<file path="config.mk">
export PLATFORM = sky130hd
export DESIGN_NAME = gb_dma_top
export DESIGN_NICKNAME = d
export VERILOG_FILES = /design/src/source/gb_dma_pkg.sv /design/src/source/dma_reg_apb.sv /design/src/source/dma_sequencer.sv /design/src/source/vram_fetch.sv /design/src/source/ext_fetch.sv /design/src/source/oam_writer.sv /design/src/source/gb_dma_top.sv
export SDC_FILE = /design/constraint.sdc
export NUM_CORES = 1
export LEC_CHECK = 0
export ABC_AREA = 1
export BUFFER_PORTS_ARGS = -buffer_cell sky130_fd_sc_hd__buf_2
export CAP_MARGIN = 15
export CORE_MARGIN = 4
export CORE_UTILIZATION = 30
export DETAILED_ROUTE_END_ITERATION = 8
export SLEW_MARGIN = 20
export SYNTH_ARGS = -nofsm -noshare
export SYNTH_HDL_FRONTEND = slang
export SYNTH_SLANG_ARGS = --single-unit
export TNS_END_PERCENT = 1
</file>
<file path="constraint.sdc">
create_clock -name clk1 -period 1.9 [get_ports clk1]
set_input_delay 0 -clock clk1 [delete_from_list [all_inputs] [get_ports clk1]]
set_output_delay 0 -clock clk1 [all_outputs]
set_load 0.05 [all_outputs]
</file>
<file path="src/source/gb_dma_pkg.sv">
package gb_dma_pkg;

	localparam logic [15:0] dma_reg_addr = 16'hff46; // source page register
	localparam int          oam_len      = 160;
	localparam logic [7:0]  oam_last     = 8'(oam_len - 1);
	localparam logic [2:0]  vram_region  = 3'b100; // 0x8000-0x9fff

	// source address seen as page/offset
	typedef struct packed {
		logic [7:0] page;
		logic [7:0] offset;
	} page_view_t;

	// source address seen as region/local
	typedef struct packed {
		logic [2:0]  region;
		logic [12:0] local_addr;
	} region_view_t;

	typedef union packed {
		page_view_t   pg;
		region_view_t rg;
	} dma_addr_u;

	typedef struct packed {
		logic      valid;
		dma_addr_u addr;
		logic [7:0] idx; // oam index
	} fetch_req_t;

	typedef struct packed {
		logic       valid;
		logic [7:0] data;
		logic [7:0] idx;
	} fetch_rsp_t;

endpackage

</file>
<file path="src/source/dma_reg_apb.sv">
`timescale 1ns/10ps

module dma_reg_apb(
		input  logic        clk1,
		input  logic        reset,

		input  logic        psel,
		input  logic        penable,
		input  logic        pwrite,
		input  logic [15:0] paddr,
		input  logic [7:0]  pwdata,
		output logic [7:0]  prdata,
		output logic        pready,
		output logic        pslverr,

		output logic        start,
		output logic [7:0]  page
	);

	logic access;
	logic hit;
	logic reg_wr;
	logic reg_rd;

	assign access = psel && penable; // access phase
	assign hit    = (paddr == gb_dma_pkg::dma_reg_addr);
	assign reg_wr = access && pwrite && hit;
	assign reg_rd = access && !pwrite && hit;

	always_ff @(posedge clk1) begin
		if (reset) begin
			page <= 8'h00;
		end else if (reg_wr) begin
			page <= pwdata; // like the ff46 latch
		end
	end

	// write of the register kicks (or restarts) the copy
	assign start = reg_wr;

	assign prdata  = reg_rd ? page : 8'h00;
	assign pready  = 1'b1; // no wait states
	assign pslverr = access && !hit;

endmodule

</file>
<file path="src/source/dma_sequencer.sv">
`timescale 1ns/10ps

module dma_sequencer(
		input  logic                   clk1,
		input  logic                   reset,
		input  logic                   start,
		input  logic [7:0]             page,
		input  logic                   done,

		output gb_dma_pkg::fetch_req_t vram_req,
		output gb_dma_pkg::fetch_req_t ext_req,
		output logic                   dma_busy
	);

	logic                  busy;
	logic                  restart_pend; // start seen, first request not yet out
	logic                  inflight;     // a byte is between request and done
	logic                  more;         // indices left to request
	logic [7:0]            idx;          // next index to request
	logic                  issue;
	logic                  to_vram;
	gb_dma_pkg::dma_addr_u src;

	always_comb begin
		src           = '0;
		src.pg.page   = page;
		src.pg.offset = idx;
	end

	assign to_vram = (src.rg.region == gb_dma_pkg::vram_region);

	// a start in the same cycle wins, the request goes out two cycles later
	assign issue = busy && more && !start && (done || (restart_pend && !inflight));

	always_ff @(posedge clk1) begin
		if (reset) begin
			busy         <= 1'b0;
			restart_pend <= 1'b0;
			inflight     <= 1'b0;
			more         <= 1'b0;
			idx          <= 8'h00;
			vram_req     <= '0;
			ext_req      <= '0;
		end else begin
			vram_req.valid <= 1'b0;
			ext_req.valid  <= 1'b0;

			if (start) begin
				busy         <= 1'b1;
				restart_pend <= 1'b1;
				more         <= 1'b1;
				idx          <= 8'h00; // copy starts over at index 0
			end else if (issue) begin
				restart_pend   <= 1'b0;
				idx            <= idx + 8'd1;
				more           <= (idx != gb_dma_pkg::oam_last);
				vram_req.valid <= to_vram;
				ext_req.valid  <= !to_vram;
				vram_req.addr  <= src;
				vram_req.idx   <= idx;
				ext_req.addr   <= src;
				ext_req.idx    <= idx;
			end else if (done && !more) begin
				busy <= 1'b0; // last byte written
			end

			if (issue) begin
				inflight <= 1'b1;
			end else if (done) begin
				inflight <= 1'b0;
			end
		end
	end

	assign dma_busy = busy;

endmodule

</file>
<file path="src/source/vram_fetch.sv">
`timescale 1ns/10ps

module vram_fetch(
		input  logic                   clk1,
		input  logic                   reset,
		input  gb_dma_pkg::fetch_req_t req,

		output logic                   vram_rd,
		output logic [12:0]            vram_addr,
		input  logic [7:0]             vram_rdata,

		output gb_dma_pkg::fetch_rsp_t rsp
	);

	logic        rd_q;
	logic        rvalid_q; // memory data out this cycle
	logic [12:0] addr_q;
	logic [7:0]  idx_q;

	always_ff @(posedge clk1) begin
		if (reset) begin
			rd_q     <= 1'b0;
			rvalid_q <= 1'b0;
		end else begin
			rd_q     <= req.valid;
			rvalid_q <= rd_q;
		end
	end

	always_ff @(posedge clk1) begin
		if (req.valid) begin
			addr_q <= req.addr.rg.local_addr; // 13 bit vram offset
			idx_q  <= req.idx;
		end
	end

	assign vram_rd   = rd_q;
	assign vram_addr = addr_q;

	always_comb begin
		rsp.valid = rvalid_q;
		rsp.data  = vram_rdata; // sync ram, data a cycle after rd
		rsp.idx   = idx_q;
	end

endmodule

</file>
<file path="src/source/ext_fetch.sv">
`timescale 1ns/10ps

module ext_fetch(
		input  logic                   clk1,
		input  logic                   reset,
		input  gb_dma_pkg::fetch_req_t req,

		output logic                   ext_rd,
		output logic [15:0]            ext_addr,
		input  logic [7:0]             ext_rdata,
		input  logic                   ext_ready,

		output gb_dma_pkg::fetch_rsp_t rsp
	);

	logic        waiting; // 0 idle, 1 bus cycle open
	logic        rsp_valid;
	logic [15:0] addr_q;
	logic [7:0]  idx_q;
	logic [7:0]  data_q;

	always_ff @(posedge clk1) begin
		if (reset) begin
			waiting   <= 1'b0;
			rsp_valid <= 1'b0;
		end else begin
			rsp_valid <= 1'b0;
			if (!waiting) begin
				if (req.valid) begin
					waiting <= 1'b1;
				end
			end else if (ext_ready) begin
				waiting   <= 1'b0;
				rsp_valid <= 1'b1;
			end
		end
	end

	always_ff @(posedge clk1) begin
		if (req.valid && !waiting) begin
			addr_q <= req.addr; // full 16 bit address
			idx_q  <= req.idx;
		end
		if (waiting && ext_ready) begin
			data_q <= ext_rdata;
		end
	end

	// address held for the whole stall
	assign ext_rd   = waiting;
	assign ext_addr = addr_q;

	always_comb begin
		rsp.valid = rsp_valid;
		rsp.data  = data_q;
		rsp.idx   = idx_q;
	end

endmodule

</file>
<file path="src/source/oam_writer.sv">
`timescale 1ns/10ps

module oam_writer(
		input  logic                   clk1,
		input  logic                   reset,
		input  gb_dma_pkg::fetch_rsp_t vram_rsp,
		input  gb_dma_pkg::fetch_rsp_t ext_rsp,

		output logic                   oam_we,
		output logic [7:0]             oam_addr,
		output logic [7:0]             oam_wdata,
		output logic                   done
	);

	logic we_q;

	always_ff @(posedge clk1) begin
		if (reset) begin
			we_q <= 1'b0;
		end else begin
			we_q <= vram_rsp.valid || ext_rsp.valid; // one byte in flight
		end
	end

	always_ff @(posedge clk1) begin
		if (vram_rsp.valid) begin
			oam_addr  <= vram_rsp.idx;
			oam_wdata <= vram_rsp.data;
		end else if (ext_rsp.valid) begin
			oam_addr  <= ext_rsp.idx;
			oam_wdata <= ext_rsp.data;
		end
	end

	assign oam_we = we_q;

	// frees the sequencer for the next index
	assign done = we_q;

endmodule

</file>
<file path="src/source/gb_dma_top.sv">
`timescale 1ns/10ps

module gb_dma_top(
		input  logic        clk1,
		input  logic        reset,

		input  logic        psel,
		input  logic        penable,
		input  logic        pwrite,
		input  logic [15:0] paddr,
		input  logic [7:0]  pwdata,
		output logic [7:0]  prdata,
		output logic        pready,
		output logic        pslverr,

		output logic        vram_rd,
		output logic [12:0] vram_addr,
		input  logic [7:0]  vram_rdata,

		output logic        ext_rd,
		output logic [15:0] ext_addr,
		input  logic [7:0]  ext_rdata,
		input  logic        ext_ready,

		output logic        oam_we,
		output logic [7:0]  oam_addr,
		output logic [7:0]  oam_wdata,

		output logic        dma_busy
	);

	logic                   start;
	logic [7:0]             page;
	logic                   done;
	gb_dma_pkg::fetch_req_t vram_req;
	gb_dma_pkg::fetch_req_t ext_req;
	gb_dma_pkg::fetch_rsp_t vram_rsp;
	gb_dma_pkg::fetch_rsp_t ext_rsp;

	dma_reg_apb u_reg(
		.clk1(clk1), .reset(reset),
		.psel(psel), .penable(penable), .pwrite(pwrite),
		.paddr(paddr), .pwdata(pwdata),
		.prdata(prdata), .pready(pready), .pslverr(pslverr),
		.start(start), .page(page)
	);

	dma_sequencer u_seq(
		.clk1(clk1), .reset(reset),
		.start(start), .page(page), .done(done),
		.vram_req(vram_req), .ext_req(ext_req),
		.dma_busy(dma_busy)
	);

	vram_fetch u_vram(
		.clk1(clk1), .reset(reset),
		.req(vram_req),
		.vram_rd(vram_rd), .vram_addr(vram_addr), .vram_rdata(vram_rdata),
		.rsp(vram_rsp)
	);

	ext_fetch u_ext(
		.clk1(clk1), .reset(reset),
		.req(ext_req),
		.ext_rd(ext_rd), .ext_addr(ext_addr),
		.ext_rdata(ext_rdata), .ext_ready(ext_ready),
		.rsp(ext_rsp)
	);

	oam_writer u_oam(
		.clk1(clk1), .reset(reset),
		.vram_rsp(vram_rsp), .ext_rsp(ext_rsp),
		.oam_we(oam_we), .oam_addr(oam_addr), .oam_wdata(oam_wdata),
		.done(done)
	);

endmodule

</file>
==> reports/metrics.cfg <==
[floorplanning]
fp.dieH_um=119.9
pin_count=105
row_count=40
dieArea_um2=14380
start_util_pct=31.02
coreArea_um2=12110
die_width_um=119.9

[clock_tree]
cts_sinks=96
cts_root_buf=clkbuf_16
cts_tree=built
cts_buffer_depth=2
htreeDepth=3
clkTransAtPathRegs_ns=0.06
numCtsBuffers=9
post_cts_buffers=0
insertion_delay_ns=0.34

[hold_path]
hold_path.class=primary input to flip-flop
hold_path_end=u_vram.vram_rd$_SDFF_PP0_
min_delay_path_depth=2
min_from=reset

[outcome]
status=finished, final reports clean

[synth]
netlist_area_um2=3757
synth_ff_type=edfxtp_1
synth_edf_count=53
synthArstFlopShare_pct=0
synth_nets=433
syn_inst=386
ys_warn_count=0
synth_seq_cells=96
avgSynthCellArea_um2=9.734
synth_cell_types=29
yosysSeqAreaShare_pct=65.27

[route]
post-route-drc-count=0
wl_per_cell_um=12.28
post_drt_via_cell_ratio=4.237
first_pass_iters=5
wl_um=8386
drtAntennaViolNets=0
via_count=2894
dr.first_iter.drc_count=257

[sta]
fin_crit_ns=1.368
slew_headroom_pct=52.65
max_clock_freq_mhz=731.2
worstMarginPinSlew_ns=0.7085
setup_violations=0
tns_ns=0
final_hold_viol_count=0
fin_crit_sh_pct=71.98
rsz0062_at_grt=false
drv_slew=0
skew_ns=0.006566

[global_route]
antenna_found_initial=0
grt_pass1_vias=2851
overflow=0
grt_pass1_wl_um=14160
grt_max_degree=22
track_usage_pct=12.38

[worst_setup_path]
worstPathRequired_ns=1.90
end_kind=output pin
reg2reg_depth=8
path_class=primary input to output pin
cp.arrival_ns=1.37
crit_path_max_fanout=10
rrSetupSlack_ns=0.58
start_kind=primary input
regToRegEndpoint=u_seq.vram_req[3]$_SDFFE_PP0P_
reg2reg_from=u_seq.restart_pend$_SDFFE_PP0P_

[placed_design]
dp_hpwl_um=6075
gp_congestion=0.7812
dpl.cell_count=642
port_buffers=103

[finish]
drive_above_1_share_pct=25.83
finalNonFillerCells=683
nFillCells=1203
final_core_util_pct=40.60
final_common_cell=nand2_1
multi_input_area_um2=1006
final_cell_mix=nand2_1 (117), buf_2 (103), edfxtp_1 (53)
regArea_um2=2452
syn_to_final_growth_pct=30.87
nets=557
antenna_cells=0

[pwr]
finalPower_w=0.003930
vdd_drop_max_v=0.0004407
leakage_nw=2.033
power_density_nw_per_um2=799.3

[flow_run]
cap_violations=0

==> how the worst max path moves through the flow <==
stage / start / end / slack (ns)
3_5_place_dp: paddr[5] / prdata[5] / 0.49
3_3_place_gp: paddr[5] / prdata[5] / 0.52
2_1_floorplan: u_ext.ext_rd$_SDFF_PP0_ / u_ext.ext_addr[10]$_DFFE_PP_ / 0.25
6_report: paddr[5] / prdata[6] / 0.53
4_1_cts: paddr[5] / prdata[5] / 0.49
5_1_grt: paddr[5] / prdata[1] / 0.30
==> synth_stat cells (2+ instances only) <==
library cell    n  area, um^2
a21oi_1        18       90.09
buf_2           4       20.02
buf_4          11       82.58
clkbuf_1        4       15.01
dfxtp_1        43       860.8
edfxtp_1       53        1592
inv_1          42       157.7
nand2_1       117       439.2
nand2_2         2       12.51
nand3_1        38       190.2
nand3_2         2       20.02
nand4_1         5       31.28
nor2_1         29       108.9
o21ai_0         3       15.01
==> cell type report <==
cell class	count	area share, %
Sequential cell	96	49.87
Timing Repair Buffer	134	16.49
Clock buffer	9	4.580
Multi-Input combinational cell	225	20.46
Inverter	44	3.359
Tap cell	168	4.275
Clock inverter	7	0.9669
==> through the flow <==
step	worst slack [ns]	hold WS (ns)	cell area, um^2
after global routing	0.2993	0.06349	4917
after global placement	0.5241	0.1906	4394
after CTS	0.4861	0.04916	4917
after detailed placement	0.4945	0.1874	4394
final	0.5324	0.06147	4917
after floorplan	0.2474	0.09887	3757
==> critical path, stage by stage <==
cell and delay, ns:
buf_2 0.10, nor2_1 0.10, nand3_1 0.07, nor2_1 0.18
nand2_1 0.09, inv_2 0.16, nand4_2 0.22, nor2_1 0.15
buf_2 0.28
==> power by group <==
part | internal, W | total (W) | switching [W]
clock | 0.000885 | 0.00162 | 0.000735
sequential | 0.00217 | 0.00217 | 0.000000000538
combinational | 0.0000760 | 0.000141 | 0.0000648
==> state kept, by name, indices dropped and copies added (netlist names), 6 cells and up <==
name / count
u_ext.ext_addr: 9
u_reg.page: 8
u_ext.idx_q: 7
u_seq.vram_req: 17
u_ext.data_q: 8
u_seq.idx: 8
u_vram.idx_q: 7
u_vram.vram_addr: 6
u_oam.oam_wdata: 8
u_oam.oam_addr: 8
==> logic make-up after synthesis <==
logic type      Yosys count  synth area share [%]
other cells               1               0.09980
xor+xnor                  1                0.2331
simple gates            199                 22.98
flops                    96                 65.27
compound gates           23                 3.130
buf+inv                  65                 7.958
fa+ha+maj                 1                0.3329
==> layer usage <==
metal / part of all wire, % / wire length [um] / track usage, %
met1: 46 / 3845 / 16.44
met2: 45 / 3757 / 19.28
met3: 7.5 / 625 / 3.393
met4: 1.9 / 158 / 4.653
met5: 0 / 0 / 0
==> timing repair <==
action	4_1_cts	5_1_grt
hold buffers	25	0
endpoints found under the hold margin	25	0
resized for setup	0	0
Note: power is estimated with default switching activity, not from simulation.
